===== src/verilog/data_mem_pkg.sv =====
package data_mem_pkg;

    // Width of one memory word and of the data buses
    localparam int DATA_W = 32;

    // Access size codes on hb_i, 2'b11 falls through to a word access
    localparam logic [1:0] SIZE_BYTE = 2'b00;
    localparam logic [1:0] SIZE_HALF = 2'b01;
    localparam logic [1:0] SIZE_WORD = 2'b10;

    // ~~~~~~~~~~~~~~~~~~~~~~~~~~~~~~~~~~~~~~~~~~~~~~~~~
    // One stored word seen as byte lanes or as halfword lanes
    // ~~~~~~~~~~~~~~~~~~~~~~~~~~~~~~~~~~~~~~~~~~~~~~~~~

    // Lane 0 sits at the lowest byte address (little endian)
    typedef union packed {
        logic [3:0][7:0]  bytes;
        logic [1:0][15:0] halves;
    } mem_word_u;

endpackage

===== src/verilog/mem_req_if.sv =====
`timescale 1ns/1ps

interface mem_req_if #(
    parameter int DEPTH_WORDS = 1024
) ();

    localparam int IDX_W = $clog2(DEPTH_WORDS);

    // Decoded access, valid only in the request cycle
    logic [IDX_W-1:0]                word_idx;
    logic [3:0]                      be;
    logic [data_mem_pkg::DATA_W-1:0] wdata;
    logic                            wr_en;
    logic                            rd_en;
    logic [1:0]                      size;
    logic [1:0]                      offset;

    modport decoder (
        output word_idx, be, wdata, wr_en, rd_en, size, offset
    );

    modport store (
        input word_idx, be, wdata, wr_en, rd_en
    );

    // The align side only needs what selects the lane a cycle later
    modport align (
        input rd_en, size, offset
    );

endinterface


===== src/verilog/mem_access_decode.sv =====
`timescale 1ns/1ps

module mem_access_decode #(
    parameter int DEPTH_WORDS = 1024
) (
    input  logic                            clk_i,
    input  logic                            rst_n_i,
    input  logic                            ce_i,
    input  logic                            req_i,
    input  logic                            we_i,
    input  logic [1:0]                      hb_i,
    input  logic [31:0]                     addr_i,
    input  logic [data_mem_pkg::DATA_W-1:0] wdata_i,
    output logic                            gnt_o,
    output logic                            misalign_o,
    mem_req_if.decoder                      acc_o
);

    localparam int IDX_W = $clog2(DEPTH_WORDS);

    logic                    is_byte;
    logic                    is_half;
    logic                    misaligned;
    logic                    accepted;
    logic                    misalign_q;
    logic [3:0]              be;
    data_mem_pkg::mem_word_u wdata_rep;

    // ~~~~~~~~~~~~~~~~~~~~~~~~~~~~~~~~~~~~~~~~~~~~~~~~~
    // Size decode and alignment check
    // ~~~~~~~~~~~~~~~~~~~~~~~~~~~~~~~~~~~~~~~~~~~~~~~~~

    assign is_byte = (hb_i == data_mem_pkg::SIZE_BYTE);
    assign is_half = (hb_i == data_mem_pkg::SIZE_HALF);

    // Anything that is not a byte or half is handled as a word
    assign misaligned = is_half ? addr_i[0] : (!is_byte && (addr_i[1:0] != 2'b00));

    assign accepted = req_i & ce_i;
    assign gnt_o    = accepted;

    // Lanes touched by the access, and store data copied into every lane
    always_comb begin
        if (is_byte) begin
            be              = 4'b0001 << addr_i[1:0];
            wdata_rep.bytes = {4{wdata_i[7:0]}};
        end else if (is_half) begin
            be               = addr_i[1] ? 4'b1100 : 4'b0011;
            wdata_rep.halves = {2{wdata_i[15:0]}};
        end else begin
            be              = 4'b1111;
            wdata_rep.bytes = wdata_i;
        end
    end

    assign acc_o.word_idx = addr_i[IDX_W+1:2];
    assign acc_o.be       = be;
    assign acc_o.wdata    = wdata_rep;
    assign acc_o.wr_en    = accepted & ~misaligned & we_i;
    assign acc_o.rd_en    = accepted & ~misaligned & ~we_i;
    assign acc_o.size     = hb_i;
    assign acc_o.offset   = addr_i[1:0];

    // One-cycle flag for a suppressed access
    always_ff @(posedge clk_i or negedge rst_n_i) begin
        if (!rst_n_i) begin
            misalign_q <= 1'b0;
        end else begin
            misalign_q <= accepted & misaligned;
        end
    end

    assign misalign_o = misalign_q;

endmodule


===== src/flat_wrapper.sv =====
// flat-port wrapper written by rule: the top's interface ports become plain ports
module mem_access_decode_flat 
#(
    parameter int DEPTH_WORDS = 1024
)
  (clk_i, rst_n_i, ce_i, req_i, we_i, hb_i, addr_i, wdata_i, gnt_o, misalign_o, acc_o_word_idx, acc_o_be, acc_o_wdata, acc_o_wr_en, acc_o_rd_en, acc_o_size, acc_o_offset);
  mem_req_if #(.DEPTH_WORDS(DEPTH_WORDS)) acc_o_i ();
  input  logic clk_i;
  input  logic rst_n_i;
  input  logic ce_i;
  input  logic req_i;
  input  logic we_i;
  input  logic [1:0] hb_i;
  input  logic [31:0] addr_i;
  input  logic [data_mem_pkg::DATA_W-1:0] wdata_i;
  output logic gnt_o;
  output logic misalign_o;
  output wire logic [$bits(acc_o_i.word_idx)-1:0] acc_o_word_idx;
  output wire logic [$bits(acc_o_i.be)-1:0] acc_o_be;
  output wire logic [$bits(acc_o_i.wdata)-1:0] acc_o_wdata;
  output wire logic [$bits(acc_o_i.wr_en)-1:0] acc_o_wr_en;
  output wire logic [$bits(acc_o_i.rd_en)-1:0] acc_o_rd_en;
  output wire logic [$bits(acc_o_i.size)-1:0] acc_o_size;
  output wire logic [$bits(acc_o_i.offset)-1:0] acc_o_offset;
  assign acc_o_word_idx = acc_o_i.word_idx;
  assign acc_o_be = acc_o_i.be;
  assign acc_o_wdata = acc_o_i.wdata;
  assign acc_o_wr_en = acc_o_i.wr_en;
  assign acc_o_rd_en = acc_o_i.rd_en;
  assign acc_o_size = acc_o_i.size;
  assign acc_o_offset = acc_o_i.offset;
  mem_access_decode #(.DEPTH_WORDS(DEPTH_WORDS)) u_core (.clk_i(clk_i), .rst_n_i(rst_n_i), .ce_i(ce_i), .req_i(req_i), .we_i(we_i), .hb_i(hb_i), .addr_i(addr_i), .wdata_i(wdata_i), .gnt_o(gnt_o), .misalign_o(misalign_o), .acc_o(acc_o_i));
endmodule

===== config.mk =====
export PLATFORM = sky130hd
export DESIGN_NAME = mem_access_decode_flat
export DESIGN_NICKNAME = d
export VERILOG_FILES = /design/src/verilog/data_mem_pkg.sv /design/src/verilog/mem_req_if.sv /design/src/verilog/mem_access_decode.sv /design/src/flat_wrapper.sv
export SDC_FILE = /design/constraint.sdc
export NUM_CORES = 1
export LEC_CHECK = 0
export ABC_AREA = 0
export BUFFER_PORTS_ARGS = -buffer_cell sky130_fd_sc_hd__buf_2
export CAP_MARGIN = 40
export CORE_MARGIN = 10
export CORE_UTILIZATION = 28
export CTS_BUF_LIST = sky130_fd_sc_hd__clkbuf_16
export CTS_CLUSTER_DIAMETER = 150
export DETAILED_ROUTE_END_ITERATION = 6
export PLACE_DENSITY = 0.85
export REMOVE_ABC_BUFFERS = 1
export SLEW_MARGIN = 20
export SYNTH_ARGS = -nofsm -noshare
export SYNTH_HDL_FRONTEND = slang
export SYNTH_SLANG_ARGS = --single-unit

===== constraint.sdc =====
create_clock -name clk_i -period 2 [get_ports clk_i]
set_input_delay 0.3 -clock clk_i [delete_from_list [all_inputs] [get_ports clk_i]]
set_output_delay 0.3 -clock clk_i [all_outputs]
set_load 0.02 [all_outputs]

Word-level counts from Yosys, hierarchy flattened
Index checks and enable logic that the tools add are counted.
{"block": "totals", "ff_bits": 1, "word_cells": 20, "input_bits": 71}
{"block": "op_classes", "eq_ne": 1, "bitwise_logic": 7, "reduce_logical": 4, "n_mux": 6, "shift": 1}
{"operator": "2-to-1 mux 32 bit", "n": 2}
{"operator": "2-to-1 mux 4 bit", "n": 3}
{"operator": "AND 1 bit", "n": 5}
{"operator": "<< shifter 1 x 2 -> 4 bit (first input constant)", "n": 1}
{"operator": "== test 2 x 1 -> 1 bit (second input constant)", "n": 1}
{"operator": "logical NOT 2 bit", "n": 1}
{"operator": "NOT 1 bit", "n": 2}
{"operator": "nonzero test 2 bit", "n": 1}
{"operator": "logical AND 1 bit", "n": 1}
{"operator": "logical NOT 1 bit", "n": 1}
{"operator": "2-to-1 mux 1 bit", "n": 1}

Longest topological paths before layout
{"block": "logic_depth", "word_depth": 7, "depth_mapped": 4}

Worst setup path before layout
Ideal clock, no wire load.
{"block": "synth_timing", "kind": "in2out", "start": "in hb_i[0]", "end": "out acc_o_wdata[24]", "cell_stages": 3, "arrival_time_ps": 1059, "path_slack_ps": 641, "path_buffers": 1, "cell_sequence": "buf_4 > mux2i_1 > o21ai_0"}
{"block": "synth_between", "elab_chain_len": 3, "elab_cells_between_ends": 4, "cone_classes": "eq/ne (1); mux (2); reduce/logical (1)"}
{"element": "from (decl)", "line_no": "flat_wrapper.sv:13", "source": "input logic [1:0] hb_i;"}
{"element": "== test 2 x 1 -> 1 bit", "line_no": "mem_access_decode.sv:34", "source": "assign is_half = (hb_i == data_mem_pkg::SIZE_HALF);"}
{"element": "2-to-1 mux 32 bit", "line_no": "mem_access_decode.sv:47", "source": "end else if (is_half) begin"}
{"element": "2-to-1 mux 32 bit *", "line_no": "mem_access_decode.sv:44", "source": "if (is_byte) begin"}
{"element": "to (decl)", "line_no": "flat_wrapper.sv:20", "source": "output wire logic [$bits(acc_o_i.wdata)-1:0] acc_o_wdata;"}
Mark *: on every way between the ends. The rest lies on a longest branch, timed or not.

Worst setup path after layout
{"block": "layout_timing", "start": "in hb_i[1]", "end": "out acc_o_wdata[16]"}
Same word-level chain as after synthesis.

==> reports/qor.yml <==
ctsHoldBuffers: 0
grtUsageTotal_pct: 9.856
synthXorXnorAreaFrac_pct: 0
antenna_found_initial: 0
critical_path_required_ns: 1.70
via_per_inst: 4.665
rsz0062_at_grt: "no"
post-route-period-util_pct: 79.74
maxSlewHeadroom_pct: 84.50
fin_util_pct: 42.72
die_w_um: 69.35
internal-power_mw: 0.1430
ant_nets: 0
dieArea_mm2: 0.004809
final_nets: 218
critical_path_class: "primary input to output port"
min_period_ns: 1.595
dr_total_vias: 807
status: "finished clean"
hpwl_um: 2513
netlist_area_um2: 681.9
synth_compound_area_share_pct: 14.86
synth_mux_area_share_pct: 42.02
start_util_pct: 29.96
crit_arrival_ns: 1.29
tightest_slew_ns: 0.2325
core_area_mm2: 0.002276
wirelength_um: 2729
power.switching_mw: 0.1610
ios: 125
yosysWarnings: 0
slew_viol_final: 0
largest_register_ffs: 1
fp-row-count: 17
p_seq_share_pct: 7.1
drc: 0
drt_first_iter_violations: 14
numPortBuffers: 84
timing.fmax_ghz: 0.6271
cp-end-kind: "output port"
wl_per_cell_um: 15.77
pwr_density_cell_mw_per_mm2: 312.7
antenna_cells: 0
synth_top_family_by_area: "multiplexers"
tns_ns: 0
ctsResizeCount: 0
hold_path_class: "primary input to async pin"
maxCapViolCount: 0
drive_gt1_share_pct: 73.79
synthAdderAreaFrac_pct: 0
finalSetupViolations: 0
first_pass_iters: 4
syn_avg_cell_area_um2: 8.216
ys_seq_area_share_pct: 3.670
synth.distinct_cells: 18
switching_share_pct: 52.98
p_comb_share_pct: 92.9
clk_pin_slew_ns: 0
critPathMaxFanout: 15
power_frac_clock_pct: 0
grt_pass1_wl_um: 4174
post-cts-setup-buffers: 0
synth-seq-cells: 1
grt-ovfl-total: 0
grt_pass1_vias: 884
die_y_um: 69.35
ir_worst_vdd_mv: 0.1459
start_kind: "primary input"
synthCells: 83
layout-area-overhead-vs-synth_pct: 42.57
hold_viol: 0
yosys.area_share.simple_pct: 8.073
place_congestion: 0.7342
p_leak_nw: 0.5924
grt_max_degree: 16
==> metrics by stage <==
stage               hold slack (ns)  cells  power, mW  area, um2  setup slack, ns
global placement            0.07645    173     0.3056      972.2           0.3925
CTS                         0.07689    173     0.3099      972.2           0.3834
floorplan                  0.004409     56     0.1562      479.2           0.5363
detailed placement          0.07665    173     0.3092      972.2           0.3804
finish                      0.07557    173     0.3040      972.2           0.4053
global route                0.07966    173     0.3289      972.2           0.3400
==> cell usage in the layout, fill, tap and decap left out <==
master / netlist / final
a21oi_2: 1 / 1
o21ai_0: 8 / 8
o2111a_1: 2 / 2
nand2_1: 9 / 9
o21bai_1: 2 / 2
nand2b_1: 1 / 1
nor2_2: 1 / 1
inv_1: 3 / 3
nor3_1: 1 / 1
nor2_1: 1 / 1
a21o_1: 2 / 2
mux2_4: 7 / 7
mux2_2: 9 / 9
buf_4: 25 / 5
buf_2: 0 / 84
mux2i_1: 8 / 8
dfrtp_1: 1 / 1
==> critical path, cell delays in order <==
cell and delay, ns:
buf_2 0.22, buf_4 0.25, mux2_2 0.36, buf_2 0.16
==> routing by layer <==
layer	routed length [um]	up-vias	track usage (%)
met1	1044	346	10.11
met4	2	0	0
met2	1187	69	16.13
met5	0	-	0
met3	496	2	8.131
li1	-	390	-
==> worst paths after layout <==
check | from | end | slack (ns) | depth (start not counted)
worst max-delay path | hb_i[1] | acc_o_wdata[16] | 0.41 | 4
min in group clk_i | ce_i | u_core.misalign_o$_DFF_PN0_ | 0.58 | 3
worst min-delay path | rst_n_i | u_core.misalign_o$_DFF_PN0_ | 0.08 | 1
max in group asynchronous | rst_n_i | u_core.misalign_o$_DFF_PN0_ | 1.84 | 1
==> cell families (layout without fill, tap and decap cells) <==
logic type      count (synthesis)  in the layout
compound gates                 15             15
buf+inv                        30             92
flops                           1              1
mux                            24             24
simple gates                   13             13
==> area by class of cell <==
type | count | area, um2
inverter | 3 | 11.26
timing repair buffer | 89 | 457.9
fill | 257 | 1304
multi-input combinational | 52 | 442.9
tap | 28 | 35.03
sequential | 1 | 25.02
==> power groups by stage <==
| stage | sequential, mW | combinational (mW) | clock (mW) |
|---|---|---|---|
| after floorplan | 0.0229 | 0.133 | 0 |
| after global placement | 0.0216 | 0.284 | 0 |
| after detailed placement | 0.0217 | 0.287 | 0 |
| after CTS | 0.0217 | 0.288 | 0 |
| after global routing | 0.0218 | 0.307 | 0 |
| final | 0.0217 | 0.282 | 0 |
==> synth_stat cells <==
cell	instances	area (um2)
a21o_1	2	15.01
a21oi_2	1	8.760
buf_4	25	187.7
buf_6	1	11.26
clkbuf_1	1	3.750
dfrtp_1	1	25.02
inv_1	3	11.26
mux2_2	9	101.4
mux2_4	7	105.1
mux2i_1	8	80.08
nand2_1	9	33.78
nand2b_1	1	6.260
nor2_1	1	3.750
nor2_2	1	6.260
nor3_1	1	5.000
o2111a_1	2	22.52
o21ai_0	8	40.04
o21bai_1	2	15.01
No activity file was read; power rests on OpenSTA's default activity.
