===== src/verilog/data_mem_pkg.sv =====
package data_mem_pkg;

    // Width of one memory word and of the data buses
    localparam int DATA_W = 32;

    // Access size codes on hb_i, 2'b11 falls through to a word access
    localparam logic [1:0] SIZE_BYTE = 2'b00;
    localparam logic [1:0] SIZE_HALF = 2'b01;
    localparam logic [1:0] SIZE_WORD = 2'b10;

    // ~~~~~~~~~~~~~~~~~~~~~~~~~~~~~~~~~~~~~~~~~~~~~~~~~
    // One stored word seen as byte lanes or as halfword lanes
    // ~~~~~~~~~~~~~~~~~~~~~~~~~~~~~~~~~~~~~~~~~~~~~~~~~

    // Lane 0 sits at the lowest byte address (little endian)
    typedef union packed {
        logic [3:0][7:0]  bytes;
        logic [1:0][15:0] halves;
    } mem_word_u;

endpackage

===== src/verilog/mem_req_if.sv =====
`timescale 1ns/1ps

interface mem_req_if #(
    parameter int DEPTH_WORDS = 1024
) ();

    localparam int IDX_W = $clog2(DEPTH_WORDS);

    // Decoded access, valid only in the request cycle
    logic [IDX_W-1:0]                word_idx;
    logic [3:0]                      be;
    logic [data_mem_pkg::DATA_W-1:0] wdata;
    logic                            wr_en;
    logic                            rd_en;
    logic [1:0]                      size;
    logic [1:0]                      offset;

    modport decoder (
        output word_idx, be, wdata, wr_en, rd_en, size, offset
    );

    modport store (
        input word_idx, be, wdata, wr_en, rd_en
    );

    // The align side only needs what selects the lane a cycle later
    modport align (
        input rd_en, size, offset
    );

endinterface


===== src/verilog/load_align.sv =====
`timescale 1ns/1ps

module load_align (
    input  logic                            clk_i,
    input  logic                            rst_n_i,
    input  logic [data_mem_pkg::DATA_W-1:0] raw_word_i,
    mem_req_if.align                        acc_i,
    output logic [data_mem_pkg::DATA_W-1:0] rdata_o
);

    logic                    rd_q;
    logic [1:0]              size_q;
    logic [1:0]              offset_q;
    data_mem_pkg::mem_word_u raw_u;
    logic [7:0]              sel_byte;
    logic [15:0]             sel_half;

    // ~~~~~~~~~~~~~~~~~~~~~~~~~~~~~~~~~~~~~~~~~~~~~~~~~
    // Request-cycle attributes, lined up with the RAM read
    // ~~~~~~~~~~~~~~~~~~~~~~~~~~~~~~~~~~~~~~~~~~~~~~~~~

    always_ff @(posedge clk_i or negedge rst_n_i) begin
        if (!rst_n_i) begin
            rd_q <= 1'b0;
        end else begin
            rd_q <= acc_i.rd_en;
        end
    end

    // Only looked at while rd_q is high
    always_ff @(posedge clk_i) begin
        if (acc_i.rd_en) begin
            size_q   <= acc_i.size;
            offset_q <= acc_i.offset;
        end
    end

    // ~~~~~~~~~~~~~~~~~~~~~~~~~~~~~~~~~~~~~~~~~~~~~~~~~
    // Lane select and sign extension
    // ~~~~~~~~~~~~~~~~~~~~~~~~~~~~~~~~~~~~~~~~~~~~~~~~~

    assign raw_u    = raw_word_i;
    assign sel_byte = raw_u.bytes[offset_q];
    assign sel_half = raw_u.halves[offset_q[1]];

    always_comb begin
        rdata_o = '0;
        if (rd_q) begin
            case (size_q)
                data_mem_pkg::SIZE_BYTE: begin
                    rdata_o = {{(data_mem_pkg::DATA_W-8){sel_byte[7]}}, sel_byte};
                end
                data_mem_pkg::SIZE_HALF: begin
                    rdata_o = {{(data_mem_pkg::DATA_W-16){sel_half[15]}}, sel_half};
                end
                default: begin
                    // Word access, size code 11 included
                    rdata_o = raw_u;
                end
            endcase
        end
    end

endmodule


===== src/flat_wrapper.sv =====
// flat-port wrapper written by rule: the top's interface ports become plain ports
module load_align_flat 
  (clk_i, rst_n_i, raw_word_i, rdata_o, acc_i_rd_en, acc_i_size, acc_i_offset);
  mem_req_if acc_i_i ();
  input  logic clk_i;
  input  logic rst_n_i;
  input  logic [data_mem_pkg::DATA_W-1:0] raw_word_i;
  output logic [data_mem_pkg::DATA_W-1:0] rdata_o;
  input wire logic [$bits(acc_i_i.rd_en)-1:0] acc_i_rd_en;
  input wire logic [$bits(acc_i_i.size)-1:0] acc_i_size;
  input wire logic [$bits(acc_i_i.offset)-1:0] acc_i_offset;
  assign acc_i_i.rd_en = acc_i_rd_en;
  assign acc_i_i.size = acc_i_size;
  assign acc_i_i.offset = acc_i_offset;
  load_align u_core (.clk_i(clk_i), .rst_n_i(rst_n_i), .raw_word_i(raw_word_i), .acc_i(acc_i_i), .rdata_o(rdata_o));
endmodule

===== config.mk =====
export PLATFORM = sky130hd
export DESIGN_NAME = load_align_flat
export DESIGN_NICKNAME = d
export VERILOG_FILES = /design/src/verilog/data_mem_pkg.sv /design/src/verilog/mem_req_if.sv /design/src/verilog/load_align.sv /design/src/flat_wrapper.sv
export SDC_FILE = /design/constraint.sdc
export NUM_CORES = 1
export LEC_CHECK = 0
export BUFFER_PORTS_ARGS = -buffer_cell sky130_fd_sc_hd__buf_2
export CAP_MARGIN = 20
export CORE_ASPECT_RATIO = 0.6
export CORE_MARGIN = 10
export CORE_UTILIZATION = 43
export DETAILED_ROUTE_END_ITERATION = 8
export PLACE_DENSITY = 0.85
export SETUP_SLACK_MARGIN = 0.2
export SLEW_MARGIN = 10
export SYNTH_ARGS = -nofsm -noshare
export SYNTH_HDL_FRONTEND = slang
export SYNTH_SLANG_ARGS = --single-unit
export TNS_END_PERCENT = 5

===== constraint.sdc =====
create_clock -name clk_i -period 2.47 [get_ports clk_i]
set_clock_uncertainty 0.1 [all_clocks]
set_input_delay 0.3705 -clock clk_i [delete_from_list [all_inputs] [get_ports clk_i]]
set_output_delay 0.3705 -clock clk_i [all_outputs]
set_load 0.1 [all_outputs]

## After elaboration in Yosys (flattened, before gate mapping)

Cells that the tools add are included.

| operators by class | value |
|---|---|
| $add $sub $neg | 0 |
| shift operators | 0 |
| div/mod/pow operators | 0 |
| bitwise operators | 0 |
| reductions and logical operators | 1 |
| multipliers | 0 |
| eq/ne operators | 1 |
| magnitude comparators | 2 |
| muxes and demuxes | 6 |

Operators by type and width:

| kind | count |
|---|---|
| case mux 32 bit (2 select lines) | 1 |
| two-way mux 16 bit | 2 |
| two-way mux 32 bit | 1 |
| binary-select mux 8 bit (select 2 bit) | 1 |
| two-way mux 8 bit | 1 |
| < comparator 2 x 3 -> 1 bit, second input constant | 1 |
| == test 2 x 1 -> 1 bit, second input constant | 1 |
| logical NOT 2 bit | 1 |
| < comparator 1 x 2 -> 1 bit, second input constant | 1 |

| word-level totals | value |
|---|---|
| memories kept | 0 |
| bits in writable memories | 0 |
| ROM bits | 0 |
| word-level logic and storage cells | 13 |
| bits of input ports | 39 |
| latch bits | 0 |
| bits in registers | 5 |

## Logic depth before layout (Yosys ltp)

Gate-level depths: netlist (run 1).

| logic depth | value |
|---|---|
| word-level depth | 4 |
| mapped depth | 5 |

## Worst setup path before layout (run 1)

No wires, ideal clock.

| path | value |
|---|---|
| path kind | flip-flop to output port |
| from | register u_core.offset_q[1] |
| to | output rdata_o[7] in the netlist's numbering |
| stages on the path, launching flop included | 6 |
| path buffers | 2 |
| path slack | -0.718 ns |
| data arrival time | 2.718 ns |
| cell sequence | edfxtp_1 buf_6 buf_2 nor2b_1 o21ai_0 a31oi_1 |

| on the way | value |
|---|---|
| word-level cells in the longest chain between the ends | 4 |

RTL lines:

| item | line | RTL |
|---|---|---|
| from (decl) | load_align.sv:13 | `logic [1:0] offset_q;` |
| from (signal assigned) | load_align.sv:34 | `offset_q <= acc_i.offset;` |
| binary-select mux 8 bit (select 2 bit) / two-way mux 16 bit (equally long branches) | load_align.sv:43, load_align.sv:44 |  |
| two-way mux 8 bit (not written as such) / two-way mux 16 bit (equally long branches) | load_align.sv:43, load_align.sv:44 |  |
| case mux 32 bit (2 select lines) (*) | load_align.sv:49 | `case (size_q)` |
| two-way mux 32 bit (*) | load_align.sv:48 | `if (rd_q) begin` |
| to (decl) | flat_wrapper.sv:8 | `output logic [data_mem_pkg::DATA_W-1:0] rdata_o;` |

Every way passes the cells marked *; elsewhere a longest branch is shown, timed or not. The select of a mux whose other input is x is not followed.

## Final worst setup path (run 1)

| path | value |
|---|---|
| from | register u_core.offset_q[1] |
| to | output rdata_o[8] in the netlist's numbering |

The elaborated chain is that of the path after synthesis.

==> results by stage, run 1 <==
Global routing:
- The number of global-route vias before repair was 1,688.
- The total overflow left after global routing is 0.
- The global-route wire length before repair is 8894 um.
- In the global route stage, overall resource usage came out at 0.2411.
- The initial antenna violation count was 0.
- The maximum number of pins on one net before global-route repair is 18.

Placement:
- The total instance count after detailed placement is 236.
- The final weighted congestion in routability-driven placement is 0.9379.
- The quantity of I/O buffers inserted on ports is 70.
- The HPWL after detailed placement is 3473 um.
- Before CTS, the worst setup slack after placement is 0.08080 ns.
- The area of placed instances is 1604 um2.

Yosys:
- The synthesized design contains 5 register bits.
- The netlist uses 25 different library cells.
- The Yosys step of the flow raised 0 warnings.
- Of the total synthesized cell area, the portion taken by XOR and XNOR cells is 0.
- The cell area that synthesis handed to floorplanning was 950.9 um2.
- The largest family of logic cells by synthesized area is compound AO/OA/AOI/OAI gates.
- Of the total synthesized cell area, the portion taken by full adders, half adders and majority gates is 0.
- The cell count after synthesis is 138.
- The area fraction in and, or, nand and nor cells after synthesis is 0.2053.
- Of the post-synthesis cell area, the part taken by muxes is 0.1013.
- The share of the Yosys chip area taken by registers is 0.1526.
- The synthesized net count is 177.
- In this run the mean area of a mapped cell was 6.891 um2.
- The area fraction in compound gates after synthesis is 0.4408.

Detailed routing:
- The final layout contains routed wiring with a total length of 7366 um.
- The routed length on met1 is 2526 um.
- The amount of wire on met3 after detailed routing is 1236 um.
- The highest layer used for signal routing is met4.
- The first detailed-routing pass took 6 iterations.
- The length of routed met2 wiring is 3055 um.
- The detailed router placed 1,786 vias in this run.
- After detailed routing, the average wire length per cell comes to 29.35 um.
- After detailed routing, the number of remaining DRC violations is 0.
- In the routed layout, each cell is associated on average with a via count of 7.116.
- The DRC violation total after the first TritonRoute iteration is 331.
- Once detail routing completed, the nets flagged for antenna violations numbered 0.

Critical path:
- The count of buffer and inverter cells on the critical path is 3.
- STA classifies the critical path endpoint as a primary output.
- By startpoint and endpoint, the worst setup path is classified as flip-flop to primary output.
- Of all nets on the critical path, the largest fanout is 5.
- Traced cell by cell, the critical path runs through mux2_2, a32oi_4, buf_6, buf_12, a31oi_4, buf_12.
- The nature of the critical path startpoint is a flip-flop.
- Data on the critical path arrives at its endpoint at 2.00 ns.
- The cell repeated most along the worst path is buf_12.
- The critical path data required time is 2.00 ns.
- On the worst path, the slowest cell contributes a delay of 0.47 ns.
- Grouping stages by cell kind, the critical path spends the most delay in buffers and inverters.
- The critical path crosses 6 cells after its start point.
- The cell with the largest stage delay on the worst path is edfxtp_1.

Hold path:
- The class of the worst hold path is primary input to flip-flop.
- Counting instances, the worst hold path has a depth of 1.

Pwr:
- The switching part of the total is 0.5895.
- For this design the total switching power over the nets is 0.6894 mW.
- The register share of total power is 0.094.
- The worst-case vdd ir drop is 0.0004685 V.
- For this design the ratio of total power to cell area is 574.5 nW/um2.
- The share of total power dissipated in the clock network is 0.154.
- The internal power consumption is 0.4801 mW.
- After layout, the design draws a total of 1.170 mW.
- The static leakage is 0.8409 nW.
- The logic gate share of total power is 0.752.

Clocking:
- The clock-pin slew reported for the worst setup and hold paths after clock tree synthesis is 0.04 ns.
- In this run the clock root is driven by a clkbuf_8.
- TritonCTS created 3 clock buffers.
- The number of levels the H-tree was split into is 1.
- The longest clock path from root to sink contains 2 buffers.
- TritonCTS built the clock tree.
- The clock sink count is 5.

Finish:
- Once layout is complete, the utilization of the core stands at 0.9554.
- The library cell used most frequently in the layout, excluding fill and tap cells, is buf_2.
- In the layout the commonest cells are buf_2, buf_4, o21ai_0.
- In the final layout, the share of cells above drive strength 1 is 0.6244.
- The filler cell count is 49.
- The count of placed standard cells in the final layout, fillers left out is 251.
- Once layout is done, the placed cells without fillers occupy 2036 um2.
- The number of antenna cells inserted is 0.
- In the final design database the tool counted 261 nets.
- The area added between synthesis and finish is 114.1%.

Floorplanning:
- The number of rows created at floorplan is 13.
- The die is 56.43 um tall.
- The die span in x is 80.71 um.
- The total die area is 4554 um2.
- The total core area is 2131 um2.
- The I/O pin count is 71.
- The initial core utilization is 0.4463.

STA:
- The smallest clock period supported by the final layout is computed as 2.475 ns.
- The actual transition at the worst max-transition pin is 0.6096 ns.
- Static timing analysis puts the maximum clock frequency at 404.1 MHz.
- The count of pins over their slew limit came to 0.
- In the post-route analysis, the smallest setup slack over all paths is -0.004724 ns.
- Measured against its own limit, the worst slew margin works out to 0.5931.
- Setup violations remaining at the end of the flow were counted as 2.
- The final number of hold-violating endpoints was 0.
- Setup repair after global routing could not meet its margin everywhere.
- Of the available clock period, the critical path in the final layout requires 1.002.

Flow run:
- The count of maximum capacitance violations is 0.

Status:
- The run finished, with violations left.
- The final reports fail on setup timing.
## final cells by class
class / count / area (um2) / area share
inverters: 2 / 10.01 / 0.004917
repair buffers: 94 / 859.6 / 0.4222
flip-flops and latches: 5 / 145.1 / 0.07130
well taps: 30 / 37.54 / 0.01844
clock buffers: 4 / 45.04 / 0.02213
multi-input cells: 116 / 938.4 / 0.4610
## sequential cells by signal, summed over array words and instances, names as in the netlist
| signal | count |
|---|---|
| u_core.size_q | 2 |
| u_core.offset_q | 2 |
| u_core.rd_q | 1 |
## synthesized netlist by cell type
| library cell | instances | area, um2 |
|---|---|---|
| a21oi_1 | 24 | 120.1 |
| a21oi_2 | 1 | 8.760 |
| a31oi_1 | 8 | 50.05 |
| a32oi_4 | 1 | 27.53 |
| buf_1 | 1 | 3.750 |
| buf_2 | 3 | 15.01 |
| buf_4 | 1 | 7.510 |
| buf_6 | 3 | 33.78 |
| clkbuf_1 | 6 | 22.52 |
| clkbuf_2 | 1 | 5.000 |
| dfrtp_1 | 1 | 25.02 |
| edfxtp_1 | 4 | 120.1 |
| inv_1 | 2 | 7.510 |
| mux2_2 | 1 | 11.26 |
| mux2_4 | 1 | 15.01 |
| mux2i_1 | 7 | 70.07 |
| nand2_1 | 7 | 26.28 |
| nand2b_1 | 7 | 43.79 |
| nand3_1 | 8 | 40.04 |
| nand3b_1 | 7 | 52.55 |
| nor2b_1 | 3 | 18.77 |
| nor3_1 | 1 | 5.000 |
| o21a_1 | 7 | 52.55 |
| o21ai_0 | 32 | 160.2 |
| or3b_2 | 1 | 8.760 |
## cell families (layout without fill, tap and decap cells)
kind of cell           after synthesis  after routing
buffers and inverters               17            100
muxes                                9              9
DFF                                  5              5
AOI/OAI and AO/OA                   73             73
and+or+nand+nor                     34             34
## worst paths after layout
kind                       slack (ns)                 end                from
worst max-delay path           -0.005          rdata_o[8]  u_core.offset_q[1]
min in group asynchronous        0.36         u_core.rd_q             rst_n_i
max in group asynchronous        1.82         u_core.rd_q             rst_n_i
worst min-delay path             0.22  u_core.offset_q[1]     acc_i_offset[1]
## layer usage
layer | vias up | GRT usage
met5 | - | 0
met4 | 0 | 0.09582
met3 | 69 | 0.09524
met2 | 230 | 0.3971
met1 | 807 | 0.2700
li1 | 680 | -
## power groups by stage
stage,combinational (mW),clock (mW),sequential (mW)
2_1_floorplan,0.540,0,0.103
3_3_place_gp,0.699,0,0.107
3_5_place_dp,0.714,0,0.107
4_1_cts,0.781,0.155,0.107
5_1_grt,0.897,0.187,0.109
6_report,0.880,0.180,0.110
## stage by stage
stage | setup TNS, ns | hold slack (ns)
2_1_floorplan | -1.163 | -0.02509
5_1_grt | -0.1009 | 0.2038
4_1_cts | 0 | 0.2195
3_5_place_dp | 0 | 0.04879
6_report | -0.006126 | 0.2171
3_3_place_gp | 0 | 0.04740
## repair_timing
action | in CTS | in global routing
pin swaps | 1 | 7
gates cloned | 1 | 1
buffers inserted | 5 | 3
hold buffers | 1 | 0
hold endpoints to repair | 1 | 0
setup endpoints to repair | 32 | 32
gates resized for setup | 47 | 32
Power figures use the tool's default switching activity.
==> run 2: changes to the inputs <==
Settings changed: ABC_AREA set to 1, CORE_UTILIZATION 43 to 46, PLACE_DENSITY 0.85 to 0.86.
==> run 2 against run 1 <==
The run ends with DRC left; first-iteration DRC count increased by 77%; critical endpoint is now rdata_o[14]; clock power decreased by 11%; synthesized cell count increased by 41%; die area increased by 5.6%; largest cell class is now non-clock buffers; via count increased by 14%; core utilization decreased by 0.18 points; global-route usage decreased by 2.4 points; critical path type unchanged.
==> results by stage, run 2 <==
Status:
- Outcome: complete, but fails checks (unchanged).
- Violations in the final reports: DRC (was setup timing).

STA:
- The time the worst path needs with I/O delays and setup is 2.430 ns (was 2.475 ns).
- The highest achievable clock rate is 411.4 MHz (was 404.1 MHz).
- The actual transition at the worst max-transition pin is 0.5606 ns (was 0.6096 ns).
- The count of pins over their slew limit is 0 (unchanged).
- The final worst hold slack was 0.2182 ns (was 0.2171 ns).
- The relative slew slack is 0.6263 (was 0.5931).
- RSZ-0062 raised after global routing: yes (unchanged).
- The final clock period utilization by the worst path came to 0.9840 (was 1.002).
- The final number of hold-violating endpoints is 0 (unchanged).
- The number of setup violations in the final report is 0 (was 2).

Pwr:
- The total power divided by cell area is 561.5 nW/um2 (was 574.5 nW/um2).
- The logic gate share of total power was 0.767 (was 0.752).
- The static leakage was 1.115 nW (was 0.8409 nW).
- The switching power of the nets is 0.6875 mW (was 0.6894 mW).
- The worst-case vdd ir drop is 0.0006757 V (was 0.0004685 V).
- The relative contribution of the clock network to total power is 0.135 (was 0.154).
- The register share of total power is 0.098 (was 0.094).
- The internal power consumption is 0.4969 mW (was 0.4801 mW).
- The switching part of the total is 0.5805 (was 0.5895).

Yosys:
- The most instantiated library cell after synthesis is nand2_1 (was o21ai_0).
- The proportion of synthesized chip area in sequential cells came to 0.1321 (was 0.1526).
- Dominant cells by area after synthesis: nand2_1, nor2_4, edfxtp_1 (was o21ai_0, a21oi_1, edfxtp_1).
- The number of flip-flops and latches in the synthesized netlist is 5 (unchanged).
- The unique cell type count in the Yosys netlist is 22 (was 25).
- The portion of synthesized cell area occupied by the leading cell type is 0.3349 (was 0.1684).
- The count of synthesis-stage warnings from yosys is 0 (unchanged).
- The cell count after synthesis came to 194 (was 138).
- The mean instance size in the synthesized netlist is 5.663 um2 (was 6.891 um2).
- The most common flop cell mapped by yosys was edfxtp_1 (unchanged).
- The netlist area before placement is 1099 um2 (was 950.9 um2).
- Most numerous cell types in the synthesized netlist: nand2_1, nor2_1, o21ai_0, nor2_4, inv_1 (was o21ai_0, a21oi_1, a31oi_1, nand3_1).
- The async set-reset flop share out of synthesis is 0.2000 (unchanged).
- The cell taking the most area after synthesis is nand2_1 (was o21ai_0).
- The synthesized net count is 233 (was 177).
- The number of enable-type register cells in the synthesized netlist is 4 (unchanged).

Floorplanning:
- The number of rows created at floorplan is 13 (unchanged).
- The y dimension of the die is 57.86 um (was 56.43 um).
- The total core area was 2212 um2 (was 2131 um2).
- The total die area is 4807 um2 (was 4554 um2).
- The I/O pin count is 71 (unchanged).
- The initial core utilization is 0.4966 (was 0.4463).
- The die span in x is 83.09 um (was 80.71 um).

Critical path:
- The arrival time at the worst endpoint is 1.96 ns (was 2.00 ns).
- The endpoint type of the worst setup path is a primary output (unchanged).
- The maximum net fanout on the critical path is 7 (was 5).
- The nature of the critical path startpoint was a flip-flop (unchanged).
- The critical path data required time is 2.00 ns (about the same).
- The category of the critical setup timing path is flip-flop to primary output (unchanged).

Clocking:
- The number of CTS-inserted buffers is 3 (unchanged).
- The CTS tree is yes (unchanged).
- The number of levels the H-tree was split into is 1 (unchanged).
- The clock sink count was 5 (unchanged).
- The buffer cell driving the clock tree root is clkbuf_8 (unchanged).
- The maximum buffer depth of the clock tree is 2 (unchanged).
- The clock-pin slew reported for the worst setup and hold paths after clock tree synthesis is 0.04 ns (about the same).

Detailed routing:
- The detailed-router iteration count before antenna repair is 9 (was 6).
- The wire length after detailed routing is 7444 um (was 7366 um).
- The vias per cell is 6.522 (was 7.116).
- The DRC violation total after the first TritonRoute iteration was 585 (was 331).
- The final routed DRC violation total is 112 (was 0).
- The post-detailed-route count of antenna-violating nets came to 0 (unchanged).
- The routed wire length per instance is 23.86 um (was 29.35 um).
- The total number of vias is 2,035 (was 1,786).

Global routing:
- The global-route wire length before repair came to 8776 um (was 8894 um).
- The remaining global-route overflow is 0 (unchanged).
- The maximum number of pins on one net before global-route repair is 19 (was 18).
- The number of global-route vias before repair came to 1,662 (was 1,688).
- The total track usage is 0.2170 (was 0.2411).
- The initial antenna violation count is 0 (unchanged).

Finish:
- The filler cell count is 55 (was 49).
- The share of final-layout standard cells stronger than drive strength 1 is 0.4504 (was 0.6244).
- The commonest non-fill, non-tap cell in the layout is nand2_1 (was buf_2).
- Most frequent cells in the layout: nand2_1, buf_2, buf_12 (was buf_2, buf_4, o21ai_0).
- The net count of the finished layout is 322 (was 261).
- The cell area after layout was 2110 um2 (was 2036 um2).
- The count of placed standard cells in the final layout, fillers left out is 312 (was 251).
- The number of antenna cells inserted is 0 (unchanged).
- The core utilization of the finished layout is 0.9536 (was 0.9554).
- Registers with the highest flip-flop counts: u_core.offset_q: 2 flops, u_core.size_q: 2 flops, u_core.rd_q: 1 flops (unchanged).
- The area added between synthesis and finish is 92.03% (was 114.1%).

Placement:
- The post-DP HPWL is 3725 um (was 3473 um).
- The area of placed instances is 1837 um2 (was 1604 um2).
- The quantity of I/O buffers inserted on ports is 70 (unchanged).
- The final weighted congestion in routability-driven placement is 0.8951 (was 0.9379).
- The total instance count after detailed placement was 289 (was 236).

Hold path:
- The class of the worst hold path is primary input to flip-flop (unchanged).

Flow run:
- The count of maximum capacitance violations is 0 (unchanged).
==> run 2: layer usage <==
layer  up-vias  GRT usage  wire (um)
li1        772          -          -
met1       858     0.2418       2388
met2       288     0.3728       3013
met3       117    0.07671       1242
met4         0    0.09179        799
met5         -          0          0
==> run 2: through the flow <==
| step | total power, mW | TNS (ns) | setup slack (ns) |
|---|---|---|---|
| floorplan | 0.6517 | -3.090 | -0.2597 |
| global placement | 0.8885 | 0 | 0.2567 |
| detailed placement | 0.8983 | 0 | 0.1997 |
| CTS | 1.087 | 0 | 0.1991 |
| global route | 1.209 | 0 | 0.002274 |
| finish | 1.184 | 0 | 0.03950 |
==> run 2: power by group through the flow <==
stage               Clock [mW]  Sequential, mW  Combinational [mW]
global placement             0           0.114               0.775
global route             0.165           0.115               0.928
detailed placement           0           0.115               0.784
floorplan                    0           0.103               0.548
CTS                      0.152           0.112               0.823
finish                   0.160           0.116               0.909
==> run 2: logic make-up after synthesis <==
family,after synthesis,synth area share
AOI/OAI and AO/OA,18,0.08200
DFF,5,0.1321
and+or+nand+nor,150,0.6799
buffers and inverters,21,0.1059
==> run 2: layout make-up <==
class	instances	area, um2	share of cell area
multi-input cells	169	877.1	0.4158
flip-flops and latches	5	145.1	0.06880
well taps	30	37.54	0.01779
repair buffers	92	950.9	0.4508
inverters	12	53.80	0.02550
clock buffers	4	45.04	0.02135
==> run 2: timing repair <==
item | 4_1_cts | 5_1_grt
buffers inserted | 6 | 11
pin swaps | 1 | 5
hold buffers | 1 | 0
gates cloned | 0 | 1
endpoints found under the setup margin | 30 | 32
resized for setup | 8 | 8
hold endpoints to repair | 1 | 0
==> run 2: worst max-delay path, cell delays in order, from the launching register on <==
cell	delay (ns)
edfxtp_1	0.54
buf_12	0.20
buf_4	0.17
nand2_1	0.11
nand2_1	0.11
nand2_1	0.11
nand2_1	0.06
nor2_1	0.18
nor2_2	0.07
buf_12	0.18
==> run 2: worst paths after layout <==
kind	from	endpoint	slack (ns)	cells after the start
max in group asynchronous	rst_n_i	u_core.rd_q	1.80	2
worst max-delay path	u_core.offset_q[1]	rdata_o[14]	0.04	9
min in group asynchronous	rst_n_i	u_core.rd_q	0.37	2
worst min-delay path	acc_i_offset[1]	u_core.offset_q[1]	0.22	1
